<file path="src/cpuPkg.sv">
package cpuPkg;

    // Major opcodes
    localparam logic [6:0] opR     = 7'b0110011;
    localparam logic [6:0] opImm   = 7'b0010011;
    localparam logic [6:0] opLoad  = 7'b0000011;
    localparam logic [6:0] opStore = 7'b0100011;

    // ALU operation codes, laid out as {alternate bit, funct3}
    localparam logic [3:0] aluAdd  = 4'b0000;
    localparam logic [3:0] aluSll  = 4'b0001;
    localparam logic [3:0] aluSlt  = 4'b0010;
    localparam logic [3:0] aluSltu = 4'b0011;
    localparam logic [3:0] aluXor  = 4'b0100;
    localparam logic [3:0] aluSrl  = 4'b0101;
    localparam logic [3:0] aluOr   = 4'b0110;
    localparam logic [3:0] aluAnd  = 4'b0111;
    localparam logic [3:0] aluSub  = 4'b1000;
    localparam logic [3:0] aluSra  = 4'b1101;

    // Memory depths in 32-bit words
    localparam int imemWords = 64;
    localparam int dmemWords = 64;

    typedef struct packed {
        logic [6:0] funct7;
        logic [4:0] rs2;
        logic [4:0] rs1;
        logic [2:0] funct3;
        logic [4:0] rd;
        logic [6:0] opcode;
    } rTypeFields;

    // Store immediate lives in funct7 and rd of the R view
    typedef struct packed {
        logic [11:0] imm;
        logic [4:0]  rs1;
        logic [2:0]  funct3;
        logic [4:0]  rd;
        logic [6:0]  opcode;
    } iTypeFields;

    // One fetched word, seen through either field layout
    typedef union packed {
        rTypeFields rType;
        iTypeFields iType;
    } instrWord;

endpackage

</file>
<file path="src/dataMem.sv">
`timescale 1ns/100ps

module dataMem (
    input  logic        CLK,
    input  logic        we,
    input  logic [31:0] addr,
    input  logic [31:0] wd,
    output logic [31:0] rd
);

    localparam int idxW = $clog2(cpuPkg::dmemWords);

    logic [31:0]     mem [cpuPkg::dmemWords];
    logic [idxW-1:0] wordIdx;

    assign wordIdx = addr[idxW+1:2]; // Byte address to word index

    always_ff @(posedge CLK) begin
        if (we) begin
            mem[wordIdx] <= wd;
        end
    end

    // Combinational read for lw write-back
    assign rd = mem[wordIdx];

    // Only sw reaches here, so the ALU address must be word aligned
    storeAligned: assert property (@(posedge CLK) we |-> addr[1:0] == 2'b00)
        else $error("misaligned store address %h", addr);

endmodule

</file>
<file path="config.mk">
export PLATFORM = sky130hd
export DESIGN_NAME = dataMem
export DESIGN_NICKNAME = d
export VERILOG_FILES = /design/src/cpuPkg.sv /design/src/dataMem.sv
export SDC_FILE = /design/constraint.sdc
export NUM_CORES = 2
export LEC_CHECK = 0
export BUFFER_PORTS_ARGS = -buffer_cell sky130_fd_sc_hd__buf_4
export CORE_AREA = 2 2 298 595
export DETAILED_ROUTE_END_ITERATION = 7
export DIE_AREA = 0 0 300 597
export PLACE_DENSITY_LB_ADDON = 0.3
export RECOVER_POWER = 100
export SLEW_MARGIN = 40
export SYNTH_ARGS = -nofsm -noshare
export SYNTH_HDL_FRONTEND = slang
export SYNTH_SLANG_ARGS = --single-unit
</file>
<file path="constraint.sdc">
create_clock -name CLK -period 3.81 [get_ports CLK]
set_input_delay 0.762 -clock CLK [delete_from_list [all_inputs] [get_ports CLK]]
set_output_delay 0.762 -clock CLK [all_outputs]
set_load 0.005 [all_outputs]
</file>
Word-level counts from Yosys, hierarchy flattened
Memory sizes are Yosys's and may differ from the RTL's.
Cells that the tools add are included.
{"block": "totals", "register_bits": 0, "ramBits": 2048, "input_bits": 66, "out_inout_bits": 32, "wordCells": 3, "mem_count": 1}
{"block": "op_classes", "muxes": 2}
{"memory": "mem", "words": 64, "word_bits": 32, "rd": 1, "rd_ports_with_merged_regs": 0, "wr": 1, "line_no": "dataMem.sv:13", "source": "logic [31:0] mem [cpuPkg::dmemWords];"}
{"op": "1-bit two-way mux", "n": 2}

Logic depth before layout (Yosys ltp)
{"block": "depth", "ltp_word": 2, "depth_mapped": 13, "mapped_depth_nobuf": 6}

Least setup slack after synthesis
No wires, ideal clock.
{"block": "synth_path", "path_kind": "input port to flip-flop", "start": "input port addr[4]", "end": "memory mem[15][0], enable pin", "setup_time_ps": 421, "t_arrival_ps": 3580, "t_required_ps": 3389, "setup_slack_ps": -191, "stages": 8, "n_path_buf": 6, "cell_sequence": "buf_2 -> buf_2 -> buf_2 -> buf_2 -> buf_2 -> buf_2 -> nand3_1 -> nor2_1"}
{"item": "start: declaration", "line_no": "dataMem.sv:6", "source": "input logic [31:0] addr,"}
{"item": "end: declaration", "line_no": "dataMem.sv:13"}
Straight into the memory's write port.

Final worst setup path
{"block": "layout_path", "start": "input port addr[3]", "end": "output port rd[6]"}
{"block": "layout_via", "elab_chain_cells": 1}
{"item": "memory 64 x 32 bit"}
{"item": "end: declaration", "line_no": "dataMem.sv:8", "source": "output logic [31:0] rd"}
Every way passes these cells.

==> out/qor.yml <==
via_count: 44800
violations: "capacitance limit, slew limit, setup timing"
grt.total_usage_pct: 26.2
port_buffers: 71
top_register: "mem"
ys_seq_area_share_pct: 78.6
rows: 217
synth_top_family_by_area: "compound AO/OA/AOI/OAI gates"
cp-endpoint: "rd[6]"
syn2layout_area_growth_pct: 22.3
synth_xor_area_share_pct: 0
die_w_um: 300
cts_tree: "yes"
place_congestion: 0.951
path_clk_slew_ns: 0.07
ir_drop_uv: 314
rsz0062_at_grt: "yes"
drt-pass1-iter-count: 8
clockBufferDepth: 4
synth_simple_gate_area_share_pct: 2.83
fin_crit_sh_pct: 108
fmax_ghz: 0.242
synthAdderAreaFrac_pct: 0
powerDensity_nw_per_um2: 479
reg.largest.list: "mem: 2048 flops"
synth-compound-area-share_pct: 8.73
die_y_um: 597
p_leak_nw: 31.1
relSlewSlack_pct: -163
die_area_um2: 179000
drt_iter0_markers: 4753
syn_nets: 4273
core_area_um2: 174000
cp-start-kind: "primary input"
grt_overflow: 0
crit_path_max_fanout: 7
largest_register_ffs: 2048
critPathCaptureType: "primary output"
h-tree-depth: 4
antenna_left: 0
io_pins: 98
antenna_found_initial: 13
wirelength_um: 238000
hold_class: "primary input to flip-flop"
nets: 4824
ys_types: 55
drc: 0
grt_max_degree: 65
synth_edf_count: 2048
drv_cap: 37
final_common_cell: "edfxtp_1"
arrival_ns: 3.37
fin_ws_ns: -0.322
cts-buffers-inserted: 171
hold_depth: 4
crit_path_start: "addr[3]"
min_from: "we"
hold_buffers: 0
holdWs_ns: 0.683
crit_type: "primary input to primary output"
syn_avg_cell_area_um2: 18.6
worst_pin_slew_ns: 3.94
final_util_pct: 54.9
setup_tns_ns: -5.89
synthesis.area_um2: 78300
period_minus_slack_ns: 4.13
cp_data_required_time_ns: 3.05
wire_per_inst_um: 33.1
hpwl_um: 143000
hold_violations: 0
maxSlewViolCount: 1982
initial_core_util_pct: 44.9
synthMuxAreaShare_pct: 8.19
clock-root-buffer: "clkbuf_16"
synth-async-reset-ratio_pct: 0
netlist_instances: 4207
drive_above_1_share_pct: 30.6
yosys_warnings: 0
layout.cells.most_common_list: "2048 x edfxtp_1, 348 x buf_4, 242 x mux2i_1"
grt_pass1_vias: 45700
outcome: "finished, violations left"
clock_sinks: 2048
synthFlopType: "edfxtp_1"
grt_pass1_wl_um: 333000
ys_ff_latch: 2048
setup_viol: 31
viasPerCell: 6.24
worst min path at each step:
stage | slack, ns | endpoint
after floorplan | 0.86 | mem[0][0]
after global placement | 1.34 | mem[14][30]
after detailed placement | 1.23 | mem[12][23]
after CTS | 0.36 | mem[12][23]
after global routing | 0.65 | mem[29][31]
final | 0.68 | mem[29][31]
power by group:
part	internal [mW]	switching [mW]	leakage [nW]
registers	25.0	0.0366	18.4
clock network	9.29	7.89	2.58
logic	1.45	2.18	10.1
total	35.7	10.1	31.1
cell usage after synthesis (all sizes together) (2+ instances only):
cell,number,area [um^2]
nand2b,18,113
nand2,28,105
and3,85,532
nand3b,2,15.0
a2111oi,15,131
a31oi,43,269
o221ai,6,52.6
or3,4,25.0
nor4,14,87.6
a221o,15,150
or4,15,113
nand4,3,18.8
mux4,96,2160
a21oi,121,606
o311ai,2,17.5
clkbuf,169,638
a222oi,16,160
mux2i,259,2590
buf,129,682
nand3,54,270
nor2,145,544
a22o,66,578
mux2,147,1660
and2,5,31.3
o21ai,85,425
o2bb2ai,15,131
o22a,70,613
a22oi,188,1410
or4b,14,140
inv,2,7.50
nor2b,8,50.1
nor3,22,110
o22ai,93,582
edfxtp,2048,61500
a211oi,17,128
and3b,2,17.5
a221oi,175,1530
metal layers:
metal / global-route usage, % / vias to the layer above / part of all wire [%]
met5: 0 / - / 0.040
met4: 17.6 / 14 / 8.2
met3: 3.83 / 659 / 6.4
met2: 47.4 / 2068 / 53
met1: 28.2 / 23500 / 32
li1: - / 18600 / -
kinds of logic (layout without fill, tap and decap cells):
group / after synthesis / after routing
buffers and inverters: 300 / 976
AOI/OAI and AO/OA: 933 / 933
and+or+nand+nor: 424 / 425
DFF: 2048 / 2048
other: 0 / 6
muxes: 502 / 502
critical path, stage by stage:
cell and delay (ns):
buf_16 0.13, buf_12 0.15, buf_8 0.13, nor2b_4 0.15, clkbuf_1 0.32, and3_4 0.32
nor4_4 0.34, a31oi_2 0.16, a2111oi_4 0.35, buf_6 0.23, nand3_4 0.14, buf_6 0.15
through the flow:
stage	cells	worst slack, ns	cell area [um^2]	power [mW]
global placement	6766	-1.60	86000	28.4
detailed placement	6768	-0.949	86100	28.4
floorplan	4207	-0.191	78300	26.7
finish	7189	-0.322	95700	45.8
global route	7185	-0.336	95700	46.8
CTS	7147	-0.360	94900	45.9
final cells by class:
cell class / instances / area [um^2]
fillers: 13300 / 78600
flip-flops and latches: 2048 / 61500
multi-input cells: 1860 / 18200
repair buffers: 675 / 7820
clock buffers: 214 / 4550
well taps: 2299 / 2880
clock inverters: 85 / 734
inverters: 2 / 15.0
diodes: 6 / 15.0
repair_timing:
action,4_1_cts,5_1_grt
resized for setup,499,156
setup buffers,66,42
pin swaps,118,87
endpoints found under the setup margin,32,32
cloned,21,5
Note: power is estimated with default switching activity, not from simulation.
