===== src/cpuPkg.sv =====
package cpuPkg;

    // Major opcodes
    localparam logic [6:0] opR     = 7'b0110011;
    localparam logic [6:0] opImm   = 7'b0010011;
    localparam logic [6:0] opLoad  = 7'b0000011;
    localparam logic [6:0] opStore = 7'b0100011;

    // ALU operation codes, laid out as {alternate bit, funct3}
    localparam logic [3:0] aluAdd  = 4'b0000;
    localparam logic [3:0] aluSll  = 4'b0001;
    localparam logic [3:0] aluSlt  = 4'b0010;
    localparam logic [3:0] aluSltu = 4'b0011;
    localparam logic [3:0] aluXor  = 4'b0100;
    localparam logic [3:0] aluSrl  = 4'b0101;
    localparam logic [3:0] aluOr   = 4'b0110;
    localparam logic [3:0] aluAnd  = 4'b0111;
    localparam logic [3:0] aluSub  = 4'b1000;
    localparam logic [3:0] aluSra  = 4'b1101;

    // Memory depths in 32-bit words
    localparam int imemWords = 64;
    localparam int dmemWords = 64;

    typedef struct packed {
        logic [6:0] funct7;
        logic [4:0] rs2;
        logic [4:0] rs1;
        logic [2:0] funct3;
        logic [4:0] rd;
        logic [6:0] opcode;
    } rTypeFields;

    // Store immediate lives in funct7 and rd of the R view
    typedef struct packed {
        logic [11:0] imm;
        logic [4:0]  rs1;
        logic [2:0]  funct3;
        logic [4:0]  rd;
        logic [6:0]  opcode;
    } iTypeFields;

    // One fetched word, seen through either field layout
    typedef union packed {
        rTypeFields rType;
        iTypeFields iType;
    } instrWord;

endpackage


===== src/instrMem.sv =====
`timescale 1ns/100ps

module instrMem (
    input  logic                                    CLK,
    input  logic                                    progWe,
    input  logic [$clog2(cpuPkg::imemWords)-1:0]    progAddr,
    input  logic [31:0]                             progData,
    input  logic [31:0]                             addr,
    output logic [31:0]                             instr
);

    localparam int idxW = $clog2(cpuPkg::imemWords);

    logic [31:0] mem [cpuPkg::imemWords];

    // Unloaded words stay zero and read as the halt word
    initial begin
        for (int i = 0; i < cpuPkg::imemWords; i++) begin
            mem[i] = '0;
        end
    end

    // Program load port
    always @(posedge CLK) begin
        if (progWe) begin
            mem[progAddr] <= progData;
        end
    end

    assign instr = mem[addr[idxW+1:2]]; // Word index from byte address

endmodule


===== config.mk =====
export PLATFORM = sky130hd
export DESIGN_NAME = instrMem
export DESIGN_NICKNAME = d
export VERILOG_FILES = /design/src/cpuPkg.sv /design/src/instrMem.sv
export SDC_FILE = /design/constraint.sdc
export NUM_CORES = 2
export LEC_CHECK = 0
export ABC_CLOCK_PERIOD_IN_PS = 5300
export BUFFER_PORTS_ARGS = -buffer_cell sky130_fd_sc_hd__buf_2
export CAP_MARGIN = 10
export CORE_ASPECT_RATIO = 1.2
export CORE_MARGIN = 5
export CORE_UTILIZATION = 40
export DETAILED_ROUTE_END_ITERATION = 8
export MAX_ROUTING_LAYER = met4
export PLACE_DENSITY = 0.58
export SKIP_LAST_GASP = 1
export SYNTH_ARGS = -nofsm -noshare
export SYNTH_HDL_FRONTEND = slang
export SYNTH_SLANG_ARGS = --single-unit

===== constraint.sdc =====
create_clock -name CLK -period 5.3 [get_ports CLK]
set_input_delay 0.53 -clock CLK [delete_from_list [all_inputs] [get_ports CLK]]
set_output_delay 0.53 -clock CLK [all_outputs]
set_load 0.05 [all_outputs]

== Yosys cells after proc, flatten, opt, wreduce, memory -nomap -nowiden ==
Memory sizes are Yosys's and may differ from the RTL's.
Index checks and enable logic that the tools add are counted.

* Memories kept: 1
* Register bits after elaboration: 0
* Output and inout bits: 32
* Bits in writable memories: 2048

{| class="wikitable"
|+ Memory list
! memory !! words !! bits a word !! rd ports !! clocked after Yosys merged registers in !! write ports !! line !! source
|-
| mem || 64 || 32 || 1 || 0 || 1 || instrMem.sv:14 || <nowiki>logic [31:0] mem [cpuPkg::imemWords];</nowiki>
|}

* Muxes and demuxes: 2

{| class="wikitable"
|+ Operators with widths
! cell !! count
|-
| $mux 1 || 2
|}

== Longest topological paths before layout ==
* Word-level depth: 2
* Mapped depth: 10
* Gate-level depth less buffers: 5

== Least setup slack after synthesis ==
OpenSTA, ideal clock, no wires.

* Path type: in2reg
* Start point: input progAddr[3] (netlist name)
* End point: memory mem[48][0], enable pin
* Data arrival time: 3229 ps
* Setup slack: 1610 ps
* Path buffers: 1
* Setup time: 461 ps
* Stages: 4
* Cell sequence: clkbuf_1 > nor2b_1 > nand4b_1 > nor3_1

{| class="wikitable"
|+ RTL lines
! what !! line !! source
|-
| from (decl) || instrMem.sv:6 || <nowiki>input logic [$clog2(cpuPkg::imemWords)-1:0] progAddr,</nowiki>
|-
| to (decl) || instrMem.sv:14 ||
|}

Straight into the memory's write port.

== Worst setup path after layout ==
* Start point: input addr[3]
* End point: output instr[24]

* Cells in the longest elaborated chain, start to end: 1

{| class="wikitable"
|+ RTL lines
! what !! line !! source
|-
| from (decl) || instrMem.sv:8 || <nowiki>input logic [31:0] addr,</nowiki>
|-
| $mem_v2 64x32 || - ||
|-
| to (decl) || instrMem.sv:9 || <nowiki>output logic [31:0] instr</nowiki>
|}

Every way passes these cells.

==> out/metrics.yaml <==
cells_and_area:
  nNetsFinal: 3644
  drive_gt1_share_pct: 30.3
  regMostFlops: "mem"
  fin_cells: 6336
  largestRegisters: "mem x2048"
  largest_register_ff_count: 2048
  area_delta_synth_final_pct: 14.3
yosys:
  async_flop_share_pct: 0
  synth_common_cells: "edfxtp_1 (2048), mux4_2 (544), nor2_1 (137), mux2i_1 (93), o22ai_1 (84)"
  yosysMostFrequentCell: "edfxtp_1"
  synth_seq_cells: 2048
  yosysWarnings: 0
  yosysTopAreaCell: "edfxtp_1"
  synth_area_um2: 77900
  ys.flop_type: "edfxtp_1"
  synth_top_area_share_pct: 79.0
  yosysSeqAreaShare_pct: 79.0
  syn-num-nets: 3364
  synth_cell_types: 33
  syn_avg_cell_area_um2: 23.7
  synth_edf_count: 2048
  syn_inst: 3292
  ys_top_cells_by_area: "edfxtp_1 (79%), mux4_2 (16%), mux2i_1 (1.2%), o22ai_1 (0.67%), nor2_1 (0.66%)"
detailed_routing:
  wl_per_cell_um: 31.9
  ant_nets: 0
  drtIter0Drc: 4190
  vias: 36300
  first_pass_iters: 5
  drc: 0
  routed_via_density: 5.73
  finalWirelength_um: 202000
floorplanning:
  dieArea_um2: 204000
  rows: 177
  initial_utilization_pct: 40.2
  die_w_um: 413
  core_area_um2: 194000
  io_pins: 104
  die_h_um: 493
setup_path:
  cp_cell_sequence: "buf_8, buf_4, nand2_1, o22ai_1, nor2_1, a21oi_1, nor2_1, buf_2"
  cp_slowest_cell: "a21oi_1"
  startpoint_type: "input port"
  crit_fanout: 47
  cpPeakStageDelay_ns: 0.85
  cp_data_required_time_ns: 4.77
  path_class: "in -> out"
  critPathMostFrequentCell: "nor2_1"
  crit_path_end_kind: "output pin"
  cp.arrival_ns: 3.92
min_path:
  holdPathStages: 3
  hold_end: "mem[54][17]$_DFFE_PP_"
  hp-start: "progAddr[2]"
  holdCritPathClass: "in -> reg"
timing:
  min_period_over_period_pct: 84.0
  period_minus_slack_ns: 4.45
  setup_viol: 0
  fmax_mhz: 225
  tightest_slew_ns: 1.21
  rsz0062_at_grt: "no"
  final-hold-violation-count: 0
  fin_setup_tns_ns: 0
  slew_viol_final: 0
  maxSlewHeadroom_pct: 19.2
power_and_ir_drop:
  pwr_density_cell_nw_per_um2: 376
  irDropWorstVdd_uv: 354
  p_leak_nw: 27.4
place:
  place.gp.congestion: 0.891
  dp_hpwl_um: 115000
  dpl.cell_count: 5965
  portBuffers: 77
clock_tree:
  root_buffer: "clkbuf_16"
  cts_buffer_depth: 3
  cts_tree: "done"
  cts_max_level: 4
  cts_setup_buffers: 0
  clock-sinks: 2048
  numCtsBuffers: 200
  holdBufCountCts: 0
  clk_pin_slew_ns: 0.07
  postCtsResizedCells: 0
grt:
  grt_pass1_wl_um: 284000
  grt_use_total_pct: 20.4
  overflow: 0
  grt_pass1_vias: 37300
  grt_max_degree: 65
  antenna_found_initial: 24
run_status:
  status: "finished, final reports clean"
flow_run:
  cap_violations: 0
## stage by stage
step	hold slack (ns)	cell area (um^2)	total power, W	util [%]	worst slack [ns]
floorplan	0.629	77900	0.0193	-	1.61
global placement	1.12	82700	0.0202	42.7	1.08
detailed placement	1.13	82700	0.0202	42.7	1.10
CTS	0.210	88900	0.0337	45.9	1.11
global route	0.265	89000	0.0345	45.9	0.904
finish	0.278	89000	0.0335	45.9	0.847
## worst max-delay path by stage
stage | from | end | slack, ns | depth (start not counted)
4_1_cts | addr[2] | instr[2] | 1.11 | 7
3_3_place_gp | addr[2] | instr[29] | 1.08 | 9
2_1_floorplan | progAddr[3] | mem[48][0]$_DFFE_PP_ | 1.61 | 4
6_report | addr[3] | instr[24] | 0.85 | 8
3_5_place_dp | addr[2] | instr[2] | 1.10 | 7
5_1_grt | addr[2] | instr[29] | 0.90 | 9
## cell type report
cell class / instances / area [um^2]
Fill cell: 16000 / 105000
Timing Repair Buffer: 260 / 2000
Clock buffer: 248 / 5210
Antenna cell: 17 / 42.5
Clock inverter: 106 / 1020
Sequential cell: 2048 / 61500
Tap cell: 2595 / 3250
Multi-Input combinational cell: 1062 / 16000
## power breakdown
part           switching (W)  total [W]  internal, W
Combinational        0.00127    0.00190     0.000635
Clock                0.00602     0.0136      0.00760
Sequential         0.0000223     0.0180       0.0179
## metal layers
metal	track usage [%]	vias up	share of wire, %
met4	5.70	0	2.9
met1	26.4	19900	39
li1	-	14800	-
met3	4.61	285	8.4
met5	-	-	0
met2	32.8	1416	50
## cell families (layout without fill, tap and decap cells)
group	count (synthesis)	after routing	share of synthesized area, %
simple gates	223	223	1.28
other cells	0	17	0
flops	2048	2048	79.0
compound gates	202	202	1.69
buf+inv	182	614	1.14
mux	637	637	16.9
## placed cells by master, fill, tap and decap left out, types with 3 or more instances in the layout
master     count
buf_4        167
or3_1          3
edfxtp_1    2048
nand2_1       25
clkinv_1      53
buf_2         73
buf_12        16
nor2_1        75
clkinv_16      5
nand3_1        5
bufinv_16     13
buf_8          3
clkbuf_16    201
a311oi_1       8
and3_1         4
mux4_2       544
nor2b_1       15
nor3_1         5
diode_2       17
or3b_2         3
nand2b_1       7
clkinv_2      23
a22oi_1       12
clkbuf_1      47
nand3b_1       5
mux2i_1       93
clkinv_8       6
a41o_1         4
o221ai_1      27
nor2_4        62
a21oi_1       62
o32ai_1        4
o22ai_1       84
## worst max-delay path, delay by kind of cell
| kind | cells | cell delay (ns) |
|---|---|---|
| AO/OA/AOI/OAI | 2 | 1.19 |
| buffers and inverters | 3 | 1.12 |
| AND/OR/NAND/NOR | 3 | 0.91 |
No activity file was read; power rests on OpenSTA's default activity.
