--- config.mk ---
export PLATFORM = sky130hd
export DESIGN_NAME = alu
export DESIGN_NICKNAME = d
export VERILOG_FILES = /design/src/cpuPkg.sv /design/src/alu.sv
export SDC_FILE = /design/constraint.sdc
export NUM_CORES = 1
export LEC_CHECK = 0
export BUFFER_PORTS_ARGS = -buffer_cell sky130_fd_sc_hd__buf_2
export CAP_MARGIN = 10
export CORE_MARGIN = 2
export CORE_UTILIZATION = 39
export DETAILED_ROUTE_END_ITERATION = 7
export GPL_TIMING_DRIVEN = 0
export PLACE_DENSITY = 0.61
export SYNTH_ARGS = -nofsm -noshare
export SYNTH_HDL_FRONTEND = slang
export SYNTH_SLANG_ARGS = --single-unit
--- constraint.sdc ---
create_clock -name vclk -period 7.75
set_input_delay 0 -clock vclk [all_inputs]
set_output_delay 0 -clock vclk [all_outputs]
set_load 0.03 [all_outputs]
--- src/cpuPkg.sv ---
package cpuPkg;

    // Major opcodes
    localparam logic [6:0] opR     = 7'b0110011;
    localparam logic [6:0] opImm   = 7'b0010011;
    localparam logic [6:0] opLoad  = 7'b0000011;
    localparam logic [6:0] opStore = 7'b0100011;

    // ALU operation codes, laid out as {alternate bit, funct3}
    localparam logic [3:0] aluAdd  = 4'b0000;
    localparam logic [3:0] aluSll  = 4'b0001;
    localparam logic [3:0] aluSlt  = 4'b0010;
    localparam logic [3:0] aluSltu = 4'b0011;
    localparam logic [3:0] aluXor  = 4'b0100;
    localparam logic [3:0] aluSrl  = 4'b0101;
    localparam logic [3:0] aluOr   = 4'b0110;
    localparam logic [3:0] aluAnd  = 4'b0111;
    localparam logic [3:0] aluSub  = 4'b1000;
    localparam logic [3:0] aluSra  = 4'b1101;

    // Memory depths in 32-bit words
    localparam int imemWords = 64;
    localparam int dmemWords = 64;

    typedef struct packed {
        logic [6:0] funct7;
        logic [4:0] rs2;
        logic [4:0] rs1;
        logic [2:0] funct3;
        logic [4:0] rd;
        logic [6:0] opcode;
    } rTypeFields;

    // Store immediate lives in funct7 and rd of the R view
    typedef struct packed {
        logic [11:0] imm;
        logic [4:0]  rs1;
        logic [2:0]  funct3;
        logic [4:0]  rd;
        logic [6:0]  opcode;
    } iTypeFields;

    // One fetched word, seen through either field layout
    typedef union packed {
        rTypeFields rType;
        iTypeFields iType;
    } instrWord;

endpackage

--- src/alu.sv ---
`timescale 1ns/100ps

module alu (
    input  logic [31:0] a,
    input  logic [31:0] b,
    input  logic [3:0]  aluOp,
    output logic [31:0] result
);

    logic [4:0] shamt;

    assign shamt = b[4:0]; // Shift amount is five bits

    always_comb begin
        case (aluOp)
            cpuPkg::aluAdd: begin
                result = a + b;
            end
            cpuPkg::aluSub: begin
                result = a - b;
            end
            cpuPkg::aluSll: begin
                result = a << shamt;
            end
            cpuPkg::aluSlt: begin
                result = {31'd0, $signed(a) < $signed(b)};
            end
            cpuPkg::aluSltu: begin
                result = {31'd0, a < b};
            end
            cpuPkg::aluXor: begin
                result = a ^ b;
            end
            cpuPkg::aluSrl: begin
                result = a >> shamt;
            end
            cpuPkg::aluSra: begin
                result = $unsigned($signed(a) >>> shamt); // Sign fill
            end
            cpuPkg::aluOr: begin
                result = a | b;
            end
            cpuPkg::aluAnd: begin
                result = a & b;
            end
            default: begin
                result = '0;
            end
        endcase
    end

endmodule

After elaboration in Yosys (flattened, before gate mapping)
Index checks and enable logic that the tools add are counted.

Flip-flop bits (word level): 0. Bits of input ports: 68. Word-level logic and storage cells: 21.

$add $sub $neg: 2. Magnitude comparators: 2. Equality and inequality tests: 9. Shifts and indexed selects: 3. Multiplexer cells: 1. Bitwise operators: 3. Reduce and logical (&&, ||, !) cells: 1.

Operator list (number): $pmux W32 S10 (1); $lt A32 B32 Y1 (2); $add A32 B32 Y32 (1); $and A32 B32 Y32 (1); $or A32 B32 Y32 (1); $shl A32 B5 Y32 (1); $shr A32 B5 Y32 (1); $sshr A32 B5 Y32 (1); $sub A32 B32 Y32 (1); $xor A32 B32 Y32 (1); $eq A4 B3 Y1 const B (4); $eq A4 B2 Y1 const B (2); $eq A4 B4 Y1 const B (2); $eq A4 B1 Y1 const B (1); $logic_not A4 Y1 (1).

Logic depth before layout (Yosys ltp)
Word-level depth: 2. Mapped depth: 15. Mapped depth without buffers: 12.

Worst setup path after synthesis
OpenSTA, ideal clock, no wires.

Kind: in2out. Start point: input b[2]. End point: output result[30]. Arrival: 3.626 ns. Data required time: 7.750 ns. Slack: 4.124 ns. Stages: 14. Cells stage by stage: inv_2 > buf_4 > buf_2 > buf_1 > ha_1 > nand2b_1 > a21oi_1 > o21ai_0 > a21oi_1 > o31ai_1 > nand4_1 > nand2_1 > inv_1 > o41ai_1.

Longest elaborated chain between the ends: 2. Elaborated cells on any way between the ends: 6. Classes of those cells: add/sub (2); shift (3); mux (1).

Ends and longest elaborated chain: start: declaration (RTL line alu.sv:5) `input logic [31:0] b,`; $sub A32 B32 Y32, or another cell as far along (RTL line alu.sv:20) `result = a - b;`; $pmux W32 S10 * (RTL line alu.sv:15) `case (aluOp)`; end: declaration (RTL line alu.sv:7) `output logic [31:0] result`.

Every way passes the cells marked *; elsewhere a longest branch is shown, timed or not.

Worst setup path in the final report
Start point: input b[2]. End point: output result[0].

Longest elaborated chain between the ends: 2. Elaborated cells on any way between the ends: 6. Classes of those cells: order compare (2); shift (3); mux (1).

Ends and longest elaborated chain: $lt A32 B32 Y1, or another cell as far along (RTL line alu.sv:29) `result = {31'd0, a < b};`; $pmux W32 S10 * (RTL line alu.sv:15).

Marked as above.

==> impl_metrics.json <==
{
  "seqCellArea_um2": 0,
  "grt_pass1_wl_um": 71200,
  "max_freq_mhz": 210,
  "yosys.area_share.simple_pct": 20.2,
  "synth_commonest_cells": "147 x nor2_1, 142 x a21oi_1, 120 x nand2_1",
  "synth_nets": 1507,
  "cap_violations": 0,
  "min_path_type": "in -> out",
  "cp_num_cells": 16,
  "yosysMostFrequentCell": "nor2_1",
  "antenna_found_initial": 2,
  "crit_arrival_ns": 4.75,
  "synthAdderAreaFrac_pct": 13.7,
  "endpoint": "result[0]",
  "fp.dieW_um": 157,
  "dp_cells": 1752,
  "dp_slack_ns": 3.15,
  "status": "complete, no violations",
  "post_cts_buffers": 0,
  "finalNonFillerCells": 1752,
  "fill_cells": 2477,
  "critPathRequiredTime_ns": 7.75,
  "cp-startpoint": "b[2]",
  "synth_cell_types": 91,
  "muxShareOfSynthArea_pct": 17.5,
  "place_congestion": 1.05,
  "cp.buffers_inverters": 6,
  "period_minus_slack_ns": 4.75,
  "synth-compound-area-share_pct": 36.1,
  "hold_viol": 0,
  "synth_top_area_share_pct": 13.3,
  "vias": 11700,
  "synth_top_family_by_area": "compound AO/OA/AOI/OAI gates",
  "netlist_area_um2": 9120,
  "drt_iter0_drc": 1433,
  "nClkBuffers": 0,
  "critPathMaxFanout": 11,
  "ys_seq_area_share_pct": 0,
  "ant_nets": 0,
  "max_stage_delay_ns": 0.73,
  "wl_per_cell_um": 27.9,
  "dpl.hpwl_um": 40300,
  "start_util_pct": 40.0,
  "numSequentialCells": 0,
  "avgSynthCellArea_um2": 6.81,
  "yosys.area.top_type": "ha_1",
  "std_cell_rows": 55,
  "layout.nets": 1608,
  "cpMostUsedCell": "buf_2",
  "grt_max_degree": 12,
  "ys_warn_count": 0,
  "maxSlewHeadroom_pct": 13.7,
  "cp_top_family": "compound AO/OA/AOI/OAI gates",
  "slew_violations": 0,
  "drc_errors": 0,
  "core_um2": 22800,
  "die_y_um": 157,
  "setup_viol": 0,
  "synth_area_leaders": "ha_1 13%, a21oi_1 7.8%, mux2i_1 7.5%",
  "port_buffers": 99,
  "wl_um": 48900,
  "setup_ws_ns": 3.00,
  "worstSetupPathType": "in -> out",
  "diodes": 0,
  "multiInputGateArea_um2": 8130,
  "worstMarginPinSlew_ns": 1.29,
  "cts_resized": 0,
  "setup.worst_path.end_class": "output port",
  "synth_xor_area_share_pct": 1.54,
  "grt_overflow": 0,
  "drive_gt1_share_pct": 15.7,
  "vias_per_cell": 6.68,
  "power_leakage_uw": 0.00441,
  "cp_slowest_cell": "a2111oi_0",
  "powerDensity_nw_per_um2": 84.2,
  "grt_pass1_vias": 10800,
  "dr.pass1.iters": 6,
  "path_cells": "buf_2 -> inv_2 -> buf_4 -> buf_2 -> buf_1 -> ha_1 -> nor2_1 -> o221ai_1 -> a21oi_1 -> o21ai_1 -> o221a_2 -> o21ai_1 -> nand4_1 -> a2111oi_0 -> o31ai_1 -> buf_2",
  "fin_crit_sh_pct": 61.3,
  "io-pin-count": 100,
  "track_usage_pct": 38.7,
  "cts_hold_buffers": 0,
  "dieArea_um2": 24600,
  "irDropWorstVdd_uv": 37.3,
  "syn_to_final_growth_pct": 9.73,
  "finalSetupTns_ns": 0,
  "synthCells": 1340,
  "grt_setup_unrepaired": "no",
  "start_kind": "primary input"
}
-- final cells by class --
class                           count  share of cell area, %
Inverter                          105                   3.94
Tap cell                          313                   3.91
Multi-Input combinational cell   1133                   81.2
Timing Repair Buffer               99                   4.95
Buffer                            102                   5.98
-- power by group --
group          total, uW  switching, uW  internal [uW]
Combinational        843            565            278
Sequential             0              0              0
Clock                  0              0              0
Total                843            565            278
-- logic make-up after synthesis --
logic type	Yosys count
compound gates	496
xor+xnor	16
fa+ha+maj	99
buf+inv	207
mux	121
simple gates	401
-- how the worst min path moves through the flow --
stage / slack (ns) / start / cells past startpoint / endpoint
5_1_grt: 0.59 / aluOp[2] / 5 / result[0]
3_5_place_dp: 0.54 / aluOp[2] / 5 / result[0]
2_1_floorplan: 0.31 / aluOp[2] / 3 / result[0]
6_report: 0.55 / aluOp[2] / 5 / result[0]
3_3_place_gp: 0.54 / aluOp[2] / 5 / result[0]
4_1_cts: 0.54 / aluOp[2] / 5 / result[0]
-- tightest hold or removal path, cell delays in order --
cell,delay [ns]
buf_2,0.12
nor2_1,0.07
nand3b_1,0.08
o31ai_1,0.08
buf_2,0.18
-- metrics by stage --
step	cell area [um^2]	utilization (%)	hold WS, ns	power, uW
2_1_floorplan	9120	-	0.313	536
3_3_place_gp	10000	43.9	0.544	814
3_5_place_dp	10000	43.9	0.540	809
4_1_cts	10000	43.9	0.545	813
5_1_grt	10000	43.9	0.585	892
6_report	10000	43.9	0.546	843
-- cell usage in the layout (no fill, tap or decap), drive strengths merged, types with 5 or more instances in the layout --
master   instances
buf            158
nor2           148
a21oi          144
nand2          120
o21ai          111
inv            102
ha              97
mux2i           69
clkbuf          43
a211oi          41
nor3            28
mux2            27
mux4            25
nand3           20
o31ai           18
o211ai          18
nand2b          16
o22ai           15
xnor2           15
o21bai          13
o221ai          13
a21o            12
a221oi          11
nand4           10
or2             10
a2111oi         10
a31oi           10
nor2b            9
a211o            9
and3             8
and2             8
o41ai            8
o21a             7
a22oi            6
o2111ai          5
-- routing by layer --
layer	routed length [um]	track usage [%]	share of wire, %	vias to the layer above
met2	21600	60.9	44	781
met1	20300	52.9	41	5630
met3	4870	5.97	9.9	121
met5	0	0	0	-
li1	-	-	-	5177
met4	2200	15.2	4.5	0
No activity file was read; power rests on OpenSTA's default activity.
