--- src/regFile.sv ---
`timescale 1ns/100ps

module regFile (
    input  logic        CLK,
    input  logic        RST,
    input  logic [4:0]  rs1,
    input  logic [4:0]  rs2,
    input  logic [4:0]  rd,
    input  logic        we,
    input  logic [31:0] wd,
    output logic [31:0] rs1Data,
    output logic [31:0] rs2Data
);

    logic [31:0] regs [32];

    always_ff @(posedge CLK) begin
        if (RST) begin
            for (int i = 0; i < 32; i++) begin
                regs[i] <= '0;
            end
        end else if (we && rd != 5'd0) begin // x0 never written
            regs[rd] <= wd;
        end
    end

    // Asynchronous read ports
    assign rs1Data = (rs1 == 5'd0) ? '0 : regs[rs1];
    assign rs2Data = (rs2 == 5'd0) ? '0 : regs[rs2];

    // Whatever the decoder sends, x0 holds zero
    x0Zero: assert property (@(posedge CLK) disable iff (RST) regs[0] == '0)
        else $error("x0 holds nonzero value %h", regs[0]);

endmodule

--- config.mk ---
export PLATFORM = sky130hd
export DESIGN_NAME = regFile
export DESIGN_NICKNAME = d
export VERILOG_FILES = /design/src/regFile.sv
export SDC_FILE = /design/constraint.sdc
export NUM_CORES = 2
export LEC_CHECK = 0
export BUFFER_PORTS_ARGS = -buffer_cell sky130_fd_sc_hd__buf_2
export CORE_UTILIZATION = 55
export CTS_CLUSTER_SIZE = 30
export DETAILED_ROUTE_END_ITERATION = 8
export GPL_TIMING_DRIVEN = 0
export PLACE_DENSITY = 0.71
export SETUP_SLACK_MARGIN = 0.5
export SLEW_MARGIN = 20
export SYNTH_ARGS = -nofsm -noshare
export SYNTH_HDL_FRONTEND = slang
export SYNTH_SLANG_ARGS = --single-unit
--- constraint.sdc ---
create_clock -name CLK -period 4.15 [get_ports CLK]
set_input_delay 0.6225 -clock CLK [delete_from_list [all_inputs] [get_ports CLK]]
set_output_delay 0.6225 -clock CLK [all_outputs]
set_load 0.005 [all_outputs]
# Word level (Yosys, flattened, before mapping)

Memory sizes are Yosys's and may differ from the RTL's.
Cells that the tools add are included.

Flip-flop bits (word level): 0
RAM bits: 1024
Input bits: 50
Output and inout bits: 64
Word-level logic and storage cells: 16
Memories: 1

Memory list:

| memory | depth | bits a word | rd ports | clocked after memory_dff | wr ports | line | RTL |
|---|---|---|---|---|---|---|---|
| regs   | 32    | 32          | 2        | 0                        | 32       | 15   | `logic [31:0] regs [32];` |

Muxes and demuxes: 10
Reductions and logical operators: 5

Operators with widths:

| operator          | number |
|---|---|
| $mux 32           | 3 |
| $reduce_or 32->1  | 1 |
| $logic_not 5->1   | 2 |
| $mux 1            | 6 |
| $mux 5            | 1 |
| $reduce_bool 5->1 | 1 |
| $logic_and 1x1->1 | 1 |

# Longest topological paths before layout

Depth in word-level cells: 7
Gate-level depth with buffers: 9
Gate-level depth less buffers: 4

# Least setup slack after synthesis

OpenSTA, ideal clock, no wires.

Path kind: in2out
From: input rs1[2]
To: output rs1Data[10]
Arrival time: 2252 ps
Data required time: 3527 ps
Slack: 1275 ps
Cell stages on the path: 7
Buffers on the path: 3
Path through: buf_2 -> buf_2 -> clkbuf_1 -> mux4_2 -> mux4_2 -> o22ai_1 -> nor3_1

Word-level cells in the longest chain between the ends: 2
Elaborated cells on any way between the ends: 3
Classes of those cells: mux: 1; reduce/logical: 1; memory: 1

Ends and longest elaborated chain:

| item                                             | line | RTL |
|---|---|---|
| start: declaration                               | 6    | `input logic [4:0] rs1,` |
| $mem_v2 32x32 or $logic_not 5->1 (tied branches) | n/a  |  |
| $mux 32 *                                        | 28   | `assign rs1Data = (rs1 == 5'd0) ? '0 : regs[rs1];` |
| end: declaration                                 | 11   | `output logic [31:0] rs1Data,` |

Every way passes the cells marked *; elsewhere a longest branch is shown, timed or not.

# Final worst setup path

From: input rs2[1]
To: output rs2Data[3]

Word-level cells in the longest chain between the ends: 2
Elaborated cells on any way between the ends: 3
Classes of those cells: mux: 1; reduce/logical: 1; memory: 1

Ends and longest elaborated chain:

| item                                             | line | RTL |
|---|---|---|
| start: declaration                               | 7    | `input logic [4:0] rs2,` |
| $mem_v2 32x32 or $logic_not 5->1 (tied branches) | n/a  |  |
| $mux 32 *                                        | 29   | `assign rs2Data = (rs2 == 5'd0) ? '0 : regs[rs2];` |
| end: declaration                                 | 12   | `output logic [31:0] rs2Data` |

Marks and branches as above.

==> flow_results.org <==
** Global route
- The first global-routing pass estimated between 200000 and 300000 um of wire.
- Global router's overall resource usage :: 0.419
- The via count of the first global-routing pass came to ~36k.
- Pin count of the biggest net entering global routing :: 33
- For this run the aggregate overflow at the end of global routing stands at 0.
- Number of antenna violations at the first check in global routing :: 9

** Route
- The first detailed-routing pass took 6 iterations.
- In this run the remaining antenna-violating nets after routing total 0.
- The detailed router placed ~38k vias in this run.
- In the final routed layout, each cell accounts on average for around 41 um.
- After detailed routing, the number of remaining DRC violations is 0.
- Summed over all layers, the routed wires come to ~210000 um.
- After the first detailed-routing iteration, the DRC count stood at approximately 6.7k.
- Detailed-route vias per instance :: roughly 7.3

** Worst hold path
- In this run the worst hold path is classified as primary input to register.
- Hold path endpoint :: regs[5][24]
- In this run the most critical hold path is launched from wd[24].
- Counting instances, the worst hold path has a depth of 2.

** Synth
- Yosys warning count :: 0
- Post-Synthesis Cells :: between 3k and 4k
- Summing every instance area after synthesis gives about 0.054 mm^2.
- Yosys mapped a number of flops with a built-in enable equal to ~1k.
- Count of distinct cell types in the synthesized netlist :: 42
- Count of state elements after synthesis :: 1024
- Share of the yosys chip area belonging to registers :: 0.567
- In the synthesized netlist the async set-or-reset flop fraction comes to 0.
- Dominant synthesized flop cell :: edfxtp_1
- Dividing the synthesized area by the synthesized cell count gives between 15 and 20 um^2.

** Clocking
- Clock tree synthesis found a total of about 1.0k sinks.
- Quantity of hold-fixing buffers added after cts :: 0
- Clock-pin slew was measured on the worst setup and hold paths at 0.06 ns.
- CTS Root Cell :: clkbuf_16
- The number of clock buffers added by TritonCTS is approximately 110.
- CTS Buffer Depth :: 3
- The H-tree generated during clock tree synthesis spans 3 levels.
- TritonCTS clock tree :: done

** Timing
- Min Tclk post-route :: 3.84 ns
- After routing, the total negative slack on setup checks comes to 0 ns.
- The worst pin sits at a relative slew slack of 0.156.
- Of the available clock period, the critical path in the final layout requires 0.925.
- At the pin with the least slew margin, the transition time is about 1.3 ns.
- Setup Viol. Count Final :: 0
- Hold timing on the final database bottoms out at a slack of ~0.27 ns.
- Number of hold-slack violations in the final timing report :: 0
- Post-route worst setup slack :: around 0.31 ns
- Max Clk Rate :: 0.260 GHz
- The total count of max-transition violations in the final report is 0.
- Setup repair after global routing missed its margin :: yes

** Critical path
- Buf+Inv Stages, Crit Path :: 4
- Counting stages on the worst path, the most repeated cell is buf_2.
- Max FO, Critical Path :: 10
- STA classifies the critical path endpoint as a primary output.
- In this design, the stage delay of the slowest critical-path cell is roughly 0.57 ns.
- STA puts the critical path data required time at 3.53 ns.
- Broken down by cell family, the worst path's largest delay share belongs to buffers and inverters.
- Data arrival at the endpoint of the critical path :: roughly 3.2 ns
- Kind of start point of the critical path :: primary input
- On the critical path, the stage with the largest delay is an instance of nor3_1.
- Ordered cell list for the critical path :: buf_2, and2_1, buf_2, clkbuf_2, a22o_1, a2111oi_4, nor3_1, buf_2
- The critical path in this run is classified as primary input to primary output.

** Floorplan
- The core region is ~0.1 mm^2.
- Effective utilization at floorplan :: 0.559
- Area enclosed by the die boundary :: approximately 0.10 mm^2
- Number of placed I/O pins :: roughly 110
- Std cell rows :: ~110
- From bottom edge to top edge, the die measures 316 um.
- Width of the chip :: between 300 and 400 um

** Cells and area
- The final layout contains around 3.8k nets.
- Sequential cell area in the final layout :: roughly 0.031 mm^2
- Commonest cells after routing, fill and taps aside :: edfxtp_1 (1024), and2_1 (995), mux4_2 (472)
- Compared with the post-synthesis result, the final layout area differs by 13.5%.
- Number of flip-flops in the largest register :: just over 1k
- Leaving out fill and tap cells, the most frequent cell in the layout is edfxtp_1.
- After filler insertion, the fill cell instance count of the layout stands at 6934.
- The largest registers in the layout are regs x1024.
- Final design utilization :: 0.634
- In the final layout, the share of cells above drive strength 1 is 0.282.
- Footprint of the multi-input gates :: about 0.023 mm^2
- The register with the most flip-flops in the final layout is regs.

** Place
- Final GP Congestion :: slightly above 1
- Worst setup slack after placement :: -0.942 ns
- Number of input and output port buffers inserted :: approximately 110
- HPWL after DPL :: 139000 um

** Power and ir drop
- Power spread over the standard cell area amounts to between 400 and 500 mW/mm^2.
- The design draws around 26 mW.
- Leakage :: 21.2 nW
- Max VDD drop :: approximately 380 uV

** Outcome
- Run status :: complete, no violations

** Run
- Max-capacitance violation count :: 0
cell families (layout without fill, tap and decap cells):
group,count (synthesis),in the layout,synth area share
AOI/OAI and AO/OA,259,259,0.0365
buffers and inverters,389,702,0.0335
DFF,1024,1024,0.567
muxes,652,652,0.230
other,1,38,0.0000691
and+or+nand+nor,1177,1177,0.133
routing by layer:
metal  vias to the layer above  GRT usage  part of all wire
met5                         -     0.0137            0.0011
met4                        12      0.282             0.082
met3                       859      0.163              0.16
met2                      3787      0.602              0.43
met1                     18800      0.526              0.33
li1                      14100          -                 -
Yosys cell counts (4+ instances only):
cell / instances / area, um^2
a22oi_1: 16 / 120
buf_1: 11 / 41.3
mux2_2: 30 / 338
buf_2: 46 / 230
a21oi_1: 12 / 60.1
nand2b_1: 5 / 31.3
nor3_1: 54 / 270
buf_6: 21 / 236
nand3_1: 5 / 25.0
a221oi_1: 4 / 35.0
nor2_1: 36 / 135
o22ai_1: 103 / 644
a32o_1: 4 / 40.0
nand3b_1: 5 / 37.5
a2111oi_1: 41 / 410
mux4_2: 472 / 10600
edfxtp_1: 1024 / 30700
nor4_1: 6 / 37.5
nor2b_1: 14 / 87.6
or2_2: 33 / 206
clkbuf_1: 271 / 1020
a22o_1: 51 / 447
mux2i_1: 150 / 1500
a2111oi_0: 14 / 123
o21ai_0: 4 / 20.0
nand2_1: 7 / 26.3
buf_4: 38 / 285
and2_1: 995 / 6220
or3b_2: 4 / 35.0
a211oi_1: 7 / 52.6
final cells by class:
type                            instances  area share
Tap cell                             1276      0.0259
Buffer                                387      0.0357
Antenna cell                            6    0.000244
Sequential cell                      1024       0.499
Clock inverter                         68      0.0109
Clock buffer                          132      0.0464
Inverter                                2    0.000122
Multi-Input combinational cell       2120       0.371
Timing Repair Buffer                  113      0.0103
repair_timing:
item	4_1_cts	5_1_grt
setup buffers	3	0
endpoints found under the hold margin	0	0
pin swaps	9	8
gates resized for setup	262	69
endpoints found under the setup margin	64	56
where the power goes:
part           leakage (nW)  switching, mW  internal, mW
combinational          9.74           2.12          1.36
clock                  1.72           4.24          5.73
sequential             9.75          0.315          12.0
how the worst max path moves through the flow:
stage / startpoint / endpoint / slack, ns / cells after the start
CTS: rs2[2] / rs2Data[13] / 0.47 / 8
global route: rs2[0] / rs2Data[9] / 0.44 / 9
finish: rs2[1] / rs2Data[3] / 0.31 / 8
global placement: rs2[1] / rs2Data[14] / -1.29 / 8
floorplan: rs1[2] / rs1Data[10] / 1.28 / 7
detailed placement: rs2[1] / rs2Data[17] / -0.94 / 8
metrics by stage:
stage	instances	instance area, um^2
floorplan	3533	54400
global placement	4916	56500
detailed placement	4918	56600
CTS	5121	61300
global route	5123	61600
finish	5128	61600
Note: power is estimated with default switching activity, not from simulation.
