--- config.mk ---
export PLATFORM = sky130hd
export DESIGN_NAME = controlDecoder
export DESIGN_NICKNAME = d
export VERILOG_FILES = /design/src/cpuPkg.sv /design/src/controlDecoder.sv
export SDC_FILE = /design/constraint.sdc
export NUM_CORES = 1
export LEC_CHECK = 0
export CAP_MARGIN = 15
export CORE_AREA = 3 3 40 42
export DETAILED_ROUTE_END_ITERATION = 10
export DIE_AREA = 0 0 43 45
export DONT_BUFFER_PORTS = 1
export REMOVE_ABC_BUFFERS = 1
export SETUP_SLACK_MARGIN = 0.5
export SYNTH_ARGS = -nofsm -noshare
export SYNTH_HDL_FRONTEND = slang
export SYNTH_SLANG_ARGS = --single-unit
export TNS_END_PERCENT = 5
--- constraint.sdc ---
create_clock -name vclk -period 1.6
set_clock_uncertainty 0.1 [all_clocks]
set_input_delay 0.08 -clock vclk [all_inputs]
set_output_delay 0.08 -clock vclk [all_outputs]
set_load 0.01 [all_outputs]
--- src/cpuPkg.sv ---
package cpuPkg;

    // Major opcodes
    localparam logic [6:0] opR     = 7'b0110011;
    localparam logic [6:0] opImm   = 7'b0010011;
    localparam logic [6:0] opLoad  = 7'b0000011;
    localparam logic [6:0] opStore = 7'b0100011;

    // ALU operation codes, laid out as {alternate bit, funct3}
    localparam logic [3:0] aluAdd  = 4'b0000;
    localparam logic [3:0] aluSll  = 4'b0001;
    localparam logic [3:0] aluSlt  = 4'b0010;
    localparam logic [3:0] aluSltu = 4'b0011;
    localparam logic [3:0] aluXor  = 4'b0100;
    localparam logic [3:0] aluSrl  = 4'b0101;
    localparam logic [3:0] aluOr   = 4'b0110;
    localparam logic [3:0] aluAnd  = 4'b0111;
    localparam logic [3:0] aluSub  = 4'b1000;
    localparam logic [3:0] aluSra  = 4'b1101;

    // Memory depths in 32-bit words
    localparam int imemWords = 64;
    localparam int dmemWords = 64;

    typedef struct packed {
        logic [6:0] funct7;
        logic [4:0] rs2;
        logic [4:0] rs1;
        logic [2:0] funct3;
        logic [4:0] rd;
        logic [6:0] opcode;
    } rTypeFields;

    // Store immediate lives in funct7 and rd of the R view
    typedef struct packed {
        logic [11:0] imm;
        logic [4:0]  rs1;
        logic [2:0]  funct3;
        logic [4:0]  rd;
        logic [6:0]  opcode;
    } iTypeFields;

    // One fetched word, seen through either field layout
    typedef union packed {
        rTypeFields rType;
        iTypeFields iType;
    } instrWord;

endpackage

--- src/controlDecoder.sv ---
`timescale 1ns/100ps

module controlDecoder (
    input  cpuPkg::instrWord instr,
    output logic             regWe,
    output logic             aluSrcImm,
    output logic             memRead,
    output logic             memWrite,
    output logic [3:0]       aluOp,
    output logic [31:0]      imm,
    output logic             halt
);

    // funct3 plus the alternate bit; sub only exists for R-type
    function automatic logic [3:0] mapOp(input logic [2:0] f3, input logic alt,
                                         input logic subOk);
        if (f3 == 3'b000) begin
            return (alt && subOk) ? cpuPkg::aluSub : cpuPkg::aluAdd;
        end
        if (f3 == 3'b101) begin
            return alt ? cpuPkg::aluSra : cpuPkg::aluSrl;
        end
        return {1'b0, f3};
    endfunction

    always_comb begin
        regWe     = 1'b0;
        aluSrcImm = 1'b0;
        memRead   = 1'b0;
        memWrite  = 1'b0;
        aluOp     = cpuPkg::aluAdd;
        imm       = '0;
        case (instr.rType.opcode)
            cpuPkg::opR: begin
                regWe = 1'b1;
                aluOp = mapOp(instr.rType.funct3, instr.rType.funct7[5], 1'b1);
            end
            cpuPkg::opImm: begin
                regWe     = 1'b1;
                aluSrcImm = 1'b1;
                aluOp     = mapOp(instr.iType.funct3, instr.rType.funct7[5], 1'b0);
                imm       = {{20{instr.iType.imm[11]}}, instr.iType.imm};
            end
            cpuPkg::opLoad: begin
                regWe     = 1'b1;
                aluSrcImm = 1'b1;
                memRead   = 1'b1;
                imm       = {{20{instr.iType.imm[11]}}, instr.iType.imm};
            end
            cpuPkg::opStore: begin
                aluSrcImm = 1'b1;
                memWrite  = 1'b1;
                imm = {{20{instr.rType.funct7[6]}}, instr.rType.funct7, instr.rType.rd};
            end
            default: ; // Unknown opcode, nothing written
        endcase
    end

    assign halt = (instr == '0);

endmodule

After elaboration in Yosys (flattened, before gate mapping)
Index checks and enable logic that the tools add are counted.
Widths: inputs -> output; s select.
{"block": "op_classes", "n_eq_ne": 5, "mux": 24, "n_reduce_logical": 5}
{"cell": "$pmux 32 s2", "count": 1}
{"cell": "$mux 4", "count": 10}
{"cell": "$logic_not 32->1", "count": 1}
{"cell": "$eq 7x6->1 const B", "count": 2}
{"cell": "$mux 1", "count": 12}
{"cell": "$pmux 4 s2", "count": 1}
{"cell": "$eq 7x2->1 const B", "count": 1}
{"cell": "$eq 7x5->1 const B", "count": 1}
{"cell": "$reduce_or 3->1", "count": 2}
{"cell": "$eq 3x3->1 const B", "count": 1}
{"cell": "$logic_not 3->1", "count": 1}
{"cell": "$reduce_or 2->1", "count": 1}
{"block": "totals", "reg_bits": 0, "wordCells": 34}

Longest topological paths before layout
{"block": "depth", "depth_word": 8, "depth_mapped": 6, "ltp_nobuf": 3}

Worst setup path before layout
OpenSTA, ideal clock, no wires.
{"block": "synth_path", "path_kind": "input -> output", "from": "input port instr[6] in the netlist's numbering", "to": "output port imm[12]", "t_arrival_ns": 1.138, "required_time_ns": 1.420, "path_slack_ns": 0.282, "cell_stages": 5, "path_buffers": 2, "path_cell_list": "nor3_4 > and4_1 > buf_6 > and2_2 > buf_4"}
{"block": "synth_via", "elab_chain_cells": 3}
{"element": "start, declared", "line_no": "controlDecoder.sv:4", "rtl": "input cpuPkg::instrWord instr,"}
{"element": "$eq 7x5->1 or $eq 7x2->1 (tied branches)", "line_no": "controlDecoder.sv:33", "rtl": "case (instr.rType.opcode)"}
{"element": "$reduce_or 2->1 (no source line)"}
{"element": "$pmux 32 s2 (*)", "line_no": "controlDecoder.sv:33"}
{"element": "end, declared", "line_no": "controlDecoder.sv:10", "rtl": "output logic [31:0] imm,"}
Every way passes the cells marked *; elsewhere a longest branch is shown, timed or not.

Final worst setup path
{"block": "layout_path", "from": "input port instr[2] in the netlist's numbering", "to": "output port imm[20]"}
Same word-level chain as after synthesis.

==> flow_results.org <==
** Detailed routing
- Detailed-route wire length per cell :: 17.2 um
- Number of routed nets with antenna violations :: 0
- Drt first pass iters :: 4
- DRC violations left :: 0
- After the first detailed-routing iteration, the DRC count stood at 2.
- Total detailed-routing wirelength :: 1.21 mm
- For this block, the via count after detailed routing is 416.
- Vias per cell :: 5.94

** Pwr
- The internal portion of the total power is 0.0194 mW.
- Switch Pwr :: 0.0225 mW
- Standby leakage power :: 0.134 nW
- Sw frac :: 53.8%
- The design draws 0.0419 mW.
- For this design the ratio of total power to cell area is 106 nW/um^2.
- Of the total power, combinational logic draws 100.0%.
- Peak supply drop :: 0.0000423 V
- In this run, the clock network consumes 0% of the power.
- Reg power frac :: 0%

** Synthesis
- After synthesis, the cell types taking the most area are sky130_fd_sc_hd__buf_4 (33%), sky130_fd_sc_hd__and2_2 (7.9%), sky130_fd_sc_hd__nor2b_1 (7.9%).
- Of the post-synthesis cell area, the dominant cell type holds 33.2%.
- In this run the mean area of a mapped cell was 6.50 um^2.
- Synthesis handed over a netlist of 73 instances.
- In this run, distinct cell masters in the synthesized netlist total 18.
- Leading area contributor after synthesis :: sky130_fd_sc_hd__buf_4
- Total of warnings raised by yosys :: 0
- Share of synthesized area occupied by flip-flops and latches :: 0%
- Summed instance area of the synthesized netlist :: 474 um^2

** Floorplan
- Die extent in y :: 45 um
- The initial utilization of the core area, before any placement, comes to 36.9%.
- Row generation in the floorplan step produced 13 rows.
- Top-level port count :: 73
- Floorplan Core Area :: 1280 um^2
- The floorplan step set the die width to 43 um.
- The floorplan step defined a die boundary enclosing 1940 um^2.

** Placed design
- Buffers placed on the I/O ports in this run total 0.
- Routability-driven placement finished with a final weighted congestion of 0.711.
- After detailed placement, the design holds a cell count of 68.

** Critical path
- The worst setup path is captured at an output pin.
- On the critical path the largest part of the delay comes from simple AND/OR/NAND/NOR gates.
- Maximum fanout along the worst path :: 21
- Category of the critical setup timing path :: input port to output pin
- Worst endpoint data arrival time :: 0.94 ns
- CP bufs+invs :: 1
- CP Launch Point :: instr[2]
- STA classifies the critical path startpoint as an input port.
- Among all stages on the critical path, the largest delay is contributed by sky130_fd_sc_hd__and4_4.
- Cell breakdown of the critical path :: nor3_4, and4_4, and2_4, buf_16
- Critical path required time :: 1.42 ns
- Maximum cell stage delay along the critical path :: 0.25 ns

** Global routing
- The first global-routing pass estimated 1.71 mm of wire.
- Global-route congestion overflow total :: 0
- Entering global routing, the biggest net connects 22 pins.
- The number of global-route vias before repair is 397.
- For this run, the total global-route usage over all layers was measured as 10.9%.
- Number of antenna violations at the first check in global routing :: 0

** Layout
- Ant diodes :: 0
- Area grow syn2layout :: -16.6%
- Share of post-route cells with drive strength above 1 :: 25.5%
- The layout has 147 filler cells.
- Leaving out filler cells and counting taps, the final layout contains 70.
- Across the whole layout, storage elements account for 0 um^2.
- Number of clock buffers in the layout :: 0
- Final core utilization :: 30.8%
- Post-layout nets :: 89
- In the finished design the tool counted flip-flops and latches totalling 0.

** Timing
- Final-report setup violation count :: 0
- Worst slew margin :: 69.9%
- Setup repair after global routing could not meet its margin everywhere.
- Slew of the pin with the lowest slew margin :: 0.450 ns
- Top achievable clock speed :: 894 MHz
- Slew Viols, Final :: 0
- The total count of hold-check failures in the final report is 0.
- Final worst path period share :: 69.9%
- The worst path needs 1.12 ns of the cycle, external delays included.

** Job
- The tool flagged a number of max-cap violations equal to 0.

** Outcome
- The run finished with clean final reports.

** CTS
- Number of hold-repair buffers added at the cts stage :: 0

** Min path
- The startpoint identified for the worst hold timing path is instr[13].
- The worst hold path belongs to the class input port to output pin.
cells in the final DEF, fill, tap and decap left out, drive strengths merged:
master,n
nor4,6
a2111oi,1
nor2,7
and3,4
and2,8
nand2,4
nand3,2
nand4,2
nor2b,6
and4,1
buf,4
nor3,4
inv,1
a21oi,5
synth_stat cells:
cell	count
sky130_fd_sc_hd__and2_2	5
sky130_fd_sc_hd__nand2_1	4
sky130_fd_sc_hd__and4_1	1
sky130_fd_sc_hd__nand3_1	2
sky130_fd_sc_hd__nor2_1	7
sky130_fd_sc_hd__and3_1	3
sky130_fd_sc_hd__nor3_1	3
sky130_fd_sc_hd__a21oi_1	5
sky130_fd_sc_hd__a2111oi_2	1
sky130_fd_sc_hd__buf_4	21
sky130_fd_sc_hd__and3_2	1
sky130_fd_sc_hd__and2_1	3
sky130_fd_sc_hd__inv_1	1
sky130_fd_sc_hd__nor2b_1	6
sky130_fd_sc_hd__nor4_1	6
sky130_fd_sc_hd__buf_6	1
sky130_fd_sc_hd__nor3_4	1
sky130_fd_sc_hd__nand4_1	2
metrics by stage:
stage | area [um^2] | hold slack (ns) | TNS, ns | setup WS (ns)
floorplan | 305 | 0.0988 | -1.75 | -0.0835
global placement | 352 | 0.104 | 0 | 0.422
detailed placement | 352 | 0.105 | 0 | 0.416
CTS | 375 | 0.105 | 0 | 0.468
finish | 395 | 0.0971 | 0 | 0.481
global route | 395 | 0.102 | 0 | 0.408
power by group through the flow:
stage               Sequential (mW)  Clock (mW)  Combinational, mW
global placement                  0           0             0.0359
floorplan                         0           0             0.0306
detailed placement                0           0             0.0367
global route                      0           0             0.0472
CTS                               0           0             0.0400
finish                            0           0             0.0419
worst paths after layout:
path,endpoint,slack [ns],cells after the start
max,imm[20],0.48,4
min,aluOp[3],0.1,1
area by class of cell:
cell class	count	area [um^2]	area share [%]
inverter	1	3.75	0.949
tap	15	18.8	4.75
multi-input combinational	50	323	81.6
timing repair buffer	4	50.0	12.7
what timing repair did:
| action | CTS | global route |
|---|---|---|
| pin swaps | 3 | 0 |
| setup endpoints to repair | 25 | 31 |
| resized for setup | 2 | 3 |
| gates cloned | 0 | 0 |
| buffers inserted | 2 | 0 |
cell families after synthesis:
| logic type | Yosys count | share of synthesized area (%) |
|---|---|---|
| AOI/OAI and AO/OA | 6 | 8.44 |
| and+or+nand+nor | 44 | 55.1 |
| buffers and inverters | 23 | 36.4 |
per-layer routing:
layer / global-route usage, % / part of all wire (%) / wire length (um) / vias to the layer above
met5: 0 / 0 / 0 / -
met2: 18.3 / 46 / 559 / 34
met3: 2.79 / 15 / 187 / 0
li1: - / - / - / 197
met4: 0 / 0 / 0 / 0
met1: 15.2 / 38 / 460 / 185
(Power assumes the default switching activity.)
